==> src/common/keypad_display_pkg.sv <==
`default_nettype none

package keypad_display_pkg;

        // divider bits pacing the scan, debounce and digit ticks
        localparam int SCAN_DIV_BIT     = 3;
        localparam int DEBOUNCE_DIV_BIT = 2;
        localparam int DIGIT_DIV_BIT    = 4;
        localparam int DIV_WIDTH        = 8;

        typedef enum logic [4:0] {
                SCAN0       = 5'b00001,
                SCAN1       = 5'b00010,
                SCAN2       = 5'b00100,
                SCAN3       = 5'b01000,
                KEY_PROCESS = 5'b10000
        } scan_state_t;

        typedef struct packed {
                logic rise;
                logic fall;
        } tick_t;

        typedef struct packed {
                logic       valid;
                logic [3:0] code;
        } key_event_t;

        // com and seg are both active low, seg ordered dp g f e d c b a
        typedef struct packed {
                logic [3:0] com;
                logic [7:0] seg;
        } fnd_t;

        // telephone style layout, one nibble per row, row 0 in the low nibble
        function automatic logic [3:0] key_code(input logic [1:0] c, input logic [1:0] r);
                logic [15:0] map;
                case (c)
                        2'd0:    map = 16'hC147;
                        2'd1:    map = 16'h0258;
                        2'd2:    map = 16'hF369;
                        default: map = 16'hDEBA;
                endcase
                return map[4*r +: 4];
        endfunction

        function automatic logic [7:0] seg_pattern(input logic [3:0] hex);
                logic [6:0] on;
                // gfedcba, active high before inversion
                case (hex)
                        4'h0:    on = 7'h3F;
                        4'h1:    on = 7'h06;
                        4'h2:    on = 7'h5B;
                        4'h3:    on = 7'h4F;
                        4'h4:    on = 7'h66;
                        4'h5:    on = 7'h6D;
                        4'h6:    on = 7'h7D;
                        4'h7:    on = 7'h07;
                        4'h8:    on = 7'h7F;
                        4'h9:    on = 7'h6F;
                        4'hA:    on = 7'h77;
                        4'hB:    on = 7'h7C;
                        4'hC:    on = 7'h39;
                        4'hD:    on = 7'h5E;
                        4'hE:    on = 7'h79;
                        default: on = 7'h71;
                endcase
                return {1'b1, ~on};
        endfunction

        // shift-add-3 over the 12 input bits
        function automatic logic [15:0] bin_to_bcd(input logic [11:0] bin);
                logic [15:0] bcd;
                bcd = '0;
                for (int i = 11; i >= 0; i--) begin
                        for (int j = 0; j < 4; j++) begin
                                if (bcd[4*j +: 4] > 4'd4)
                                        bcd[4*j +: 4] = bcd[4*j +: 4] + 4'd3;
                        end
                        bcd = {bcd[14:0], bin[i]};
                end
                return bcd;
        endfunction

endpackage

`default_nettype wire

==> src/design/tick_gen.sv <==
`timescale 1ns/100ps
`default_nettype none

module tick_gen
        import keypad_display_pkg::*;
#(
        parameter int DIV_BIT = 0
) (
        input  logic  clk,
        input  logic  reset_p,
        output tick_t tick
);

        logic [DIV_WIDTH-1:0] count;
        // last value of the selected divider bit
        logic                 bit_q;

        always_ff @(posedge clk or posedge reset_p) begin
                if (reset_p) begin
                        count <= '0;
                        bit_q <= 1'b0;
                end else begin
                        count <= count + 1'b1;
                        bit_q <= count[DIV_BIT];
                end
        end

        // one-cycle pulses on each edge of the selected bit
        assign tick = '{rise: count[DIV_BIT] & ~bit_q, fall: ~count[DIV_BIT] & bit_q};

endmodule

`default_nettype wire

==> src/design/button_debounce.sv <==
`timescale 1ns/100ps
`default_nettype none

module button_debounce
        import keypad_display_pkg::*;
(
        input  logic clk,
        input  logic reset_p,
        input  logic btn,
        output logic press
);

        tick_t tick;
        logic  level;
        logic  level_q;

        tick_gen #(
                .DIV_BIT(DEBOUNCE_DIV_BIT)
        ) sample_tick (
                .clk     (clk),
                .reset_p (reset_p),
                .tick    (tick)
        );

        // button is only looked at on sample ticks, so bounces in between are lost
        always_ff @(posedge clk or posedge reset_p) begin
                if (reset_p) begin
                        level   <= 1'b0;
                        level_q <= 1'b0;
                end else begin
                        if (tick.rise)
                                level <= btn;
                        level_q <= level;
                end
        end

        // rising edge of the debounced level
        assign press = level & ~level_q;

endmodule

`default_nettype wire

==> src/keypad/keypad_scanner.sv <==
`timescale 1ns/100ps
`default_nettype none

module keypad_scanner
        import keypad_display_pkg::*;
(
        input  logic       clk,
        input  logic       reset_p,
        input  logic [3:0] row,
        output logic [3:0] col,
        output key_event_t key
);

        tick_t       tick;
        scan_state_t state;
        scan_state_t next_state;
        logic [1:0]  col_idx;
        logic [1:0]  row_idx;

        tick_gen #(
                .DIV_BIT(SCAN_DIV_BIT)
        ) scan_tick (
                .clk     (clk),
                .reset_p (reset_p),
                .tick    (tick)
        );

        // state advances on the fall pulse, half a period after col was driven
        always_ff @(posedge clk or posedge reset_p) begin
                if (reset_p)
                        state <= SCAN0;
                else if (tick.fall)
                        state <= next_state;
        end

        always_comb begin
                case (state)
                        SCAN0:
                                next_state = (row == 4'b0000) ? SCAN1 : KEY_PROCESS;
                        SCAN1:
                                next_state = (row == 4'b0000) ? SCAN2 : KEY_PROCESS;
                        SCAN2:
                                next_state = (row == 4'b0000) ? SCAN3 : KEY_PROCESS;
                        SCAN3:
                                next_state = (row == 4'b0000) ? SCAN0 : KEY_PROCESS;
                        KEY_PROCESS:
                                next_state = (row == 4'b0000) ? SCAN0 : KEY_PROCESS;
                        default:
                                next_state = SCAN0;
                endcase
        end

        // index of the driven column
        always_comb begin
                case (col)
                        4'b0010: col_idx = 2'd1;
                        4'b0100: col_idx = 2'd2;
                        4'b1000: col_idx = 2'd3;
                        default: col_idx = 2'd0;
                endcase
        end

        // lowest pressed row wins
        always_comb begin
                if (row[0])
                        row_idx = 2'd0;
                else if (row[1])
                        row_idx = 2'd1;
                else if (row[2])
                        row_idx = 2'd2;
                else
                        row_idx = 2'd3;
        end

        // outputs follow the state on the rise pulse
        always_ff @(posedge clk or posedge reset_p) begin
                if (reset_p) begin
                        col <= 4'b0000;
                        key <= '0;
                end else if (tick.rise) begin
                        case (state)
                                SCAN0: begin
                                        col       <= 4'b0001;
                                        key.valid <= 1'b0;
                                end
                                SCAN1: begin
                                        col       <= 4'b0010;
                                        key.valid <= 1'b0;
                                end
                                SCAN2: begin
                                        col       <= 4'b0100;
                                        key.valid <= 1'b0;
                                end
                                SCAN3: begin
                                        col       <= 4'b1000;
                                        key.valid <= 1'b0;
                                end
                                KEY_PROCESS: begin
                                        // column stays put while the key is held
                                        key.valid <= 1'b1;
                                        if (row != 4'b0000)
                                                key.code <= key_code(col_idx, row_idx);
                                end
                                default: begin
                                        col       <= 4'b0000;
                                        key.valid <= 1'b0;
                                end
                        endcase
                end
        end

endmodule

`default_nettype wire

==> src/display/fnd_driver.sv <==
`timescale 1ns/100ps
`default_nettype none

module fnd_driver
        import keypad_display_pkg::*;
(
        input  logic        clk,
        input  logic        reset_p,
        input  logic [15:0] value,
        input  logic        decimal,
        output fnd_t        fnd
);

        tick_t       tick;
        logic [3:0]  com_q;
        logic [3:0]  digit;
        logic [15:0] shown;

        tick_gen #(
                .DIV_BIT(DIGIT_DIV_BIT)
        ) digit_tick (
                .clk     (clk),
                .reset_p (reset_p),
                .tick    (tick)
        );

        // decimal mode only covers the low 12 bits of the entry
        assign shown = decimal ? bin_to_bcd(value[11:0]) : value;

        // one digit enabled at a time, moving left on each tick
        always_ff @(posedge clk or posedge reset_p) begin
                if (reset_p)
                        com_q <= 4'b1110;
                else if (tick.rise)
                        com_q <= {com_q[2:0], com_q[3]};
        end

        // digit lags com by one cycle
        always_ff @(posedge clk or posedge reset_p) begin
                if (reset_p) begin
                        digit <= 4'h0;
                end else begin
                        case (com_q)
                                4'b1110: digit <= shown[3:0];
                                4'b1101: digit <= shown[7:4];
                                4'b1011: digit <= shown[11:8];
                                4'b0111: digit <= shown[15:12];
                                default: digit <= 4'h0;
                        endcase
                end
        end

        assign fnd = '{com: com_q, seg: seg_pattern(digit)};

endmodule

`default_nettype wire

==> src/design/keypad_display_top.sv <==
`timescale 1ns/100ps
`default_nettype none

module keypad_display_top
        import keypad_display_pkg::*;
(
        input  logic       clk,
        input  logic       reset_p,
        input  logic [3:0] row,
        input  logic       btn,
        output logic [3:0] col,
        output fnd_t       fnd,
        output key_event_t key
);

        logic        press;
        logic        decimal;
        logic        valid_q;
        logic        key_rise;
        logic [15:0] entry;

        keypad_scanner scanner0 (
                .clk     (clk),
                .reset_p (reset_p),
                .row     (row),
                .col     (col),
                .key     (key)
        );

        button_debounce debounce0 (
                .clk     (clk),
                .reset_p (reset_p),
                .btn     (btn),
                .press   (press)
        );

        fnd_driver fnd0 (
                .clk     (clk),
                .reset_p (reset_p),
                .value   (entry),
                .decimal (decimal),
                .fnd     (fnd)
        );

        // a held key keeps valid high, only its first cycle counts
        assign key_rise = key.valid & ~valid_q;

        // newest key lands in the low digit
        always_ff @(posedge clk or posedge reset_p) begin
                if (reset_p) begin
                        valid_q <= 1'b0;
                        entry   <= 16'h0000;
                end else begin
                        valid_q <= key.valid;
                        if (key_rise)
                                entry <= {entry[11:0], key.code};
                end
        end

        // hex after reset, each button press flips the mode
        always_ff @(posedge clk or posedge reset_p) begin
                if (reset_p)
                        decimal <= 1'b0;
                else if (press)
                        decimal <= ~decimal;
        end

endmodule

`default_nettype wire

==> config.mk <==
export PLATFORM = sky130hd
export DESIGN_NAME = keypad_display_top
export DESIGN_NICKNAME = d
export VERILOG_FILES = /design/src/common/keypad_display_pkg.sv /design/src/design/tick_gen.sv /design/src/design/button_debounce.sv /design/src/keypad/keypad_scanner.sv /design/src/display/fnd_driver.sv /design/src/design/keypad_display_top.sv
export SDC_FILE = /design/constraint.sdc
export NUM_CORES = 1
export LEC_CHECK = 0
export BUFFER_PORTS_ARGS = -buffer_cell sky130_fd_sc_hd__buf_4
export CAP_MARGIN = 20
export CORE_MARGIN = 8
export CORE_UTILIZATION = 45
export CTS_BUF_LIST = sky130_fd_sc_hd__clkbuf_8 sky130_fd_sc_hd__clkbuf_16
export DETAILED_ROUTE_END_ITERATION = 8
export PLACE_DENSITY_LB_ADDON = 0.15
export REMOVE_ABC_BUFFERS = 1
export SLEW_MARGIN = 30
export SYNTH_ARGS = -nofsm -noshare
export SYNTH_HDL_FRONTEND = slang
export SYNTH_SLANG_ARGS = --single-unit
==> constraint.sdc <==
create_clock -name clk -period 15.25 [get_ports clk]
set_input_delay 0 -clock clk [delete_from_list [all_inputs] [get_ports clk]]
set_output_delay 0 -clock clk [all_outputs]
set_load 0.005 [all_outputs]
==> metrics.log <==
INFO  metric clock_tree.buffer_depth = 2
INFO  metric place.port_buffers = 26
INFO  metric die_area = 17,400 sq um
INFO  metric power.sequential.fraction = 17.4%
INFO  metric p_sw_share = 46.8%
INFO  metric detail_route.iter0.violations = 475
INFO  metric hold_start = row[0]
INFO  metric cp_data_required_time = 15,440 ps
INFO  metric worst_setup_path_type = flop to flop
INFO  metric drc = 0
INFO  metric comb_power_share = 64.4%
INFO  metric rr_endpoint = fnd0.digit[1]
INFO  metric vias_per_cell = 6.29
INFO  metric tritoncts = built
INFO  metric rsz0062_at_grt = no
INFO  metric postSynthRegisterBits = 57
INFO  metric power.switching = 504 uW
INFO  metric cts_hold_buf = 2
INFO  metric worst_ep_arrival_time = 8950 ps
INFO  metric p_per_area = 162 nW/um^2
INFO  metric synth-edff-count = 0
INFO  metric totalWireLength = 15,400 um
INFO  metric maxSlewViolCount = 0
INFO  metric globalRouteOverflowTotal = 0
INFO  metric critPathCaptureType = flop
INFO  metric peakVddDrop = 97.4 uV
INFO  metric area_growth = 9.36%
INFO  metric ff2ff_path_depth = 31
INFO  metric finalPower = 1080 uW
INFO  metric coreArea = 13,200 sq um
INFO  metric outcome = complete, no violations
INFO  metric synth_cell_types = 101
INFO  metric clock_skew = 6.35 ps
INFO  metric finalNetCount = 759
INFO  metric worstMarginPinSlew = 965 ps
INFO  metric worst_path_max_delay_cell = sky130_fd_sc_hd__a2111oi_4
INFO  metric timing.fmax = 0.114 GHz
INFO  metric detailroute.via_count = 5,657
INFO  metric postCtsResizedCells = 0
INFO  metric internal-power = 572 uW
INFO  metric starting_density_of_the_core = 45.9%
INFO  metric total_leakage_power = 0.00272 uW
INFO  metric post_cts_buffers = 0
INFO  metric antenna_diode_count = 0
INFO  metric grt_pass1_vias = 5,411
INFO  metric final.setup.tns = 0 ps
INFO  metric timing_hold_violations_final = 0
INFO  metric launching_element_type_of_the_critical_path = flop
INFO  metric finalSetupViolations = 0
INFO  metric finalNonFillerCells = 899
INFO  metric grt_max_degree = 58
INFO  metric layout_worst_path_cycle_share = 57.4%
INFO  metric synth.yosys.warnings = 0
INFO  metric finalWeightedCongestion = 0.886
INFO  metric critical-path-max-stage-delay = 900 ps
INFO  metric cts_root_buffer = sky130_fd_sc_hd__clkbuf_16
INFO  metric antenna_found_initial = 0
INFO  metric htreeDepth = 3
INFO  metric worst_setup_slack_for_register_to_register_paths = 6490 ps
INFO  metric dieHeight = 132 um
INFO  metric fillers = 1,249
INFO  metric post_drt_wl_per_cell = 17.1 um
INFO  metric cts_made_buffers = 9
INFO  metric detailedPlacementHpwl = 11,500 um
INFO  metric hold_path.class = primary input to flop
INFO  metric synth_top_flop_cell = sky130_fd_sc_hd__dfrtp_1
INFO  metric die_extent_in_x = 132 um
INFO  metric post_synth.cell_area_avg = 8.44 sq um
INFO  metric syn-cell-area = 6060 sq um
INFO  metric p_clk_share = 18.2%
INFO  metric insertion_delay_of_the_later_clocked_pin_in_the_worst_skew_pair = 320 ps
INFO  metric place.detailed.instances = 881
INFO  metric drv_cap = 0
INFO  metric drt_pass1_iterations = 6
INFO  metric clkSinkCount = 57
INFO  metric ys_seq_area_share = 23.6%
INFO  metric slew-limit-headroom = 35.6%
INFO  metric postRouteAntennaNets = 0
INFO  metric crit_path_start = entry[9]
INFO  metric top_level_ports = 28
INFO  metric worst_r2r_startpoint = entry[9]
INFO  metric reg_clk_slew_reported_paths = 50 ps
INFO  metric grt_first_pass_wirelength = 26,000 um
INFO  metric postSynthCellCount = 718
INFO  metric worstSetupEndpoint = fnd0.digit[1]
INFO  metric final_min_period = 8760 ps
INFO  metric layout-drive-gt1-share = 14.8%
INFO  metric critPathMaxFanout = 17
INFO  metric row_count = 42
INFO  metric ys_async_sr_fraction = 100%
INFO  metric grt_use_total = 17.3%
how the worst min path moves through the flow:
| stage | cells past startpoint | slack [ps] | to |
|---|---|---|---|
| 3_5_place_dp | 3 | 240 | debounce0.sample_tick.count[0] |
| 3_3_place_gp | 3 | 230 | debounce0.sample_tick.count[1] |
| 6_report | 4 | 60 | scanner0.key[3] |
| 4_1_cts | 4 | 50 | scanner0.key[3] |
| 5_1_grt | 4 | 110 | scanner0.key[3] |
| 2_1_floorplan | 1 | 150 | debounce0.level |
power groups by stage:
| stage | Combinational [uW] | Clock, uW | Sequential, uW |
|---|---|---|---|
| floorplan | 552 | 0 | 181 |
| CTS | 684 | 200 | 187 |
| global route | 764 | 206 | 189 |
| global placement | 663 | 0 | 189 |
| detailed placement | 679 | 0 | 189 |
| finish | 693 | 196 | 187 |
worst max-delay path: cells and delay by family, from the launching register on:
kind	cells	cell delay, ps
AOI/OAI and AO/OA	15	4620
xor gates and xnor gates	1	160
adders and majority gates	5	1560
buffers and inverters	5	590
DFF	1	600
and+or+nand+nor	5	1120
stage by stage:
step           area, sq um  worst slack [ps]  util, %  hold slack, ps
6_report              6630              6490     50.2            55.6
5_1_grt               6630              5790     50.2             112
3_5_place_dp          6300              6590     47.7             238
4_1_cts               6620              6550     50.2            50.0
3_3_place_gp          6290              7000     47.7             231
2_1_floorplan         5840              7760        -             152
logic make-up (layout without fill, tap and decap cells):
logic type               after synthesis  in the layout  synth area share, %
AND/OR/NAND/NOR                      239            239                 20.7
flip-flops                            57             57                 23.6
XOR/XNOR                              25             25                 4.32
multiplexers                          34             34                 6.57
other                                  1              1               0.0619
AO/OA/AOI/OAI                        245            245                 31.8
buffers and inverters                 83             88                 5.97
adder cells (fa/ha/maj)               34             34                 7.02
cell type report:
type                            instances  area (sq um)  share of cell area [%]
Clock buffer                           10           239                    3.61
Timing Repair Buffer                   33           249                    3.76
Inverter                               39           146                    2.21
Clock inverter                          6          58.8                   0.888
Tap cell                              176           220                    3.32
Multi-Input combinational cell        578          4280                    64.6
Sequential cell                        57          1430                    21.6
synthesized netlist by cell type, drive strengths merged (8+ instances only):
library cell	number	share of area (%)
nor3	25	2.1
a211oi	12	2.0
a21o	9	1.2
dfrtp	53	22
nand2	65	4.0
inv	38	2.4
nand2b	14	1.6
and2	8	0.83
nor2b	13	1.3
mux2	17	3.3
nor2	41	2.7
a21oi	28	2.4
ha	34	7.0
clkbuf	22	1.4
nand3b	8	0.99
o21ai	47	3.9
o211ai	13	1.7
a211o	10	1.4
buf	22	2.2
a31oi	8	0.83
o31ai	13	1.6
mux2i	16	2.9
a22oi	10	1.4
nor4	11	1.3
nor3b	8	0.99
xnor2	17	2.6
nand3	16	1.3
registers in the layout, indices dropped and copies added, names as in the netlist:
register                     flops
fnd0.digit                       4
valid_q                          1
decimal                          1
fnd0.digit_tick.bit_q            1
scanner0.scan_tick.count         4
debounce0.sample_tick.bit_q      1
fnd0.com_q                       4
scanner0.key                     5
debounce0.level                  1
scanner0.scan_tick.bit_q         1
debounce0.level_q                1
scanner0.col                     4
scanner0.state                   5
fnd0.digit_tick.count            5
debounce0.sample_tick.count      3
entry                           16
placed cells by master, fill, tap and decap left out, types with 7 or more instances in the layout:
master	instances
sky130_fd_sc_hd__o21ai_0	42
sky130_fd_sc_hd__xnor2_1	16
sky130_fd_sc_hd__buf_4	30
sky130_fd_sc_hd__nor2b_1	13
sky130_fd_sc_hd__dfrtp_1	53
sky130_fd_sc_hd__a21oi_1	26
sky130_fd_sc_hd__nor2_1	38
sky130_fd_sc_hd__nand3_1	16
sky130_fd_sc_hd__nand3b_1	8
sky130_fd_sc_hd__nor3b_1	7
sky130_fd_sc_hd__o221ai_1	7
sky130_fd_sc_hd__nand2b_1	13
sky130_fd_sc_hd__ha_1	34
sky130_fd_sc_hd__nor3_1	25
sky130_fd_sc_hd__and2_1	7
sky130_fd_sc_hd__clkbuf_16	9
sky130_fd_sc_hd__o31ai_1	13
sky130_fd_sc_hd__mux2i_1	14
sky130_fd_sc_hd__a21o_1	8
sky130_fd_sc_hd__a22oi_1	8
sky130_fd_sc_hd__mux2_2	15
sky130_fd_sc_hd__a31oi_1	8
sky130_fd_sc_hd__a211o_1	10
sky130_fd_sc_hd__nor4_1	9
sky130_fd_sc_hd__nand2_1	65
sky130_fd_sc_hd__a211oi_1	7
sky130_fd_sc_hd__o211ai_1	12
sky130_fd_sc_hd__inv_1	38
sky130_fd_sc_hd__o32ai_1	7
metal layers:
metal / global-route usage (%) / wire (um)
met5: 0 / 0
met4: 5.87 / 357
met3: 2.21 / 649
met2: 29.5 / 7390
met1: 22.0 / 6990
No activity file was read; power rests on OpenSTA's default activity.
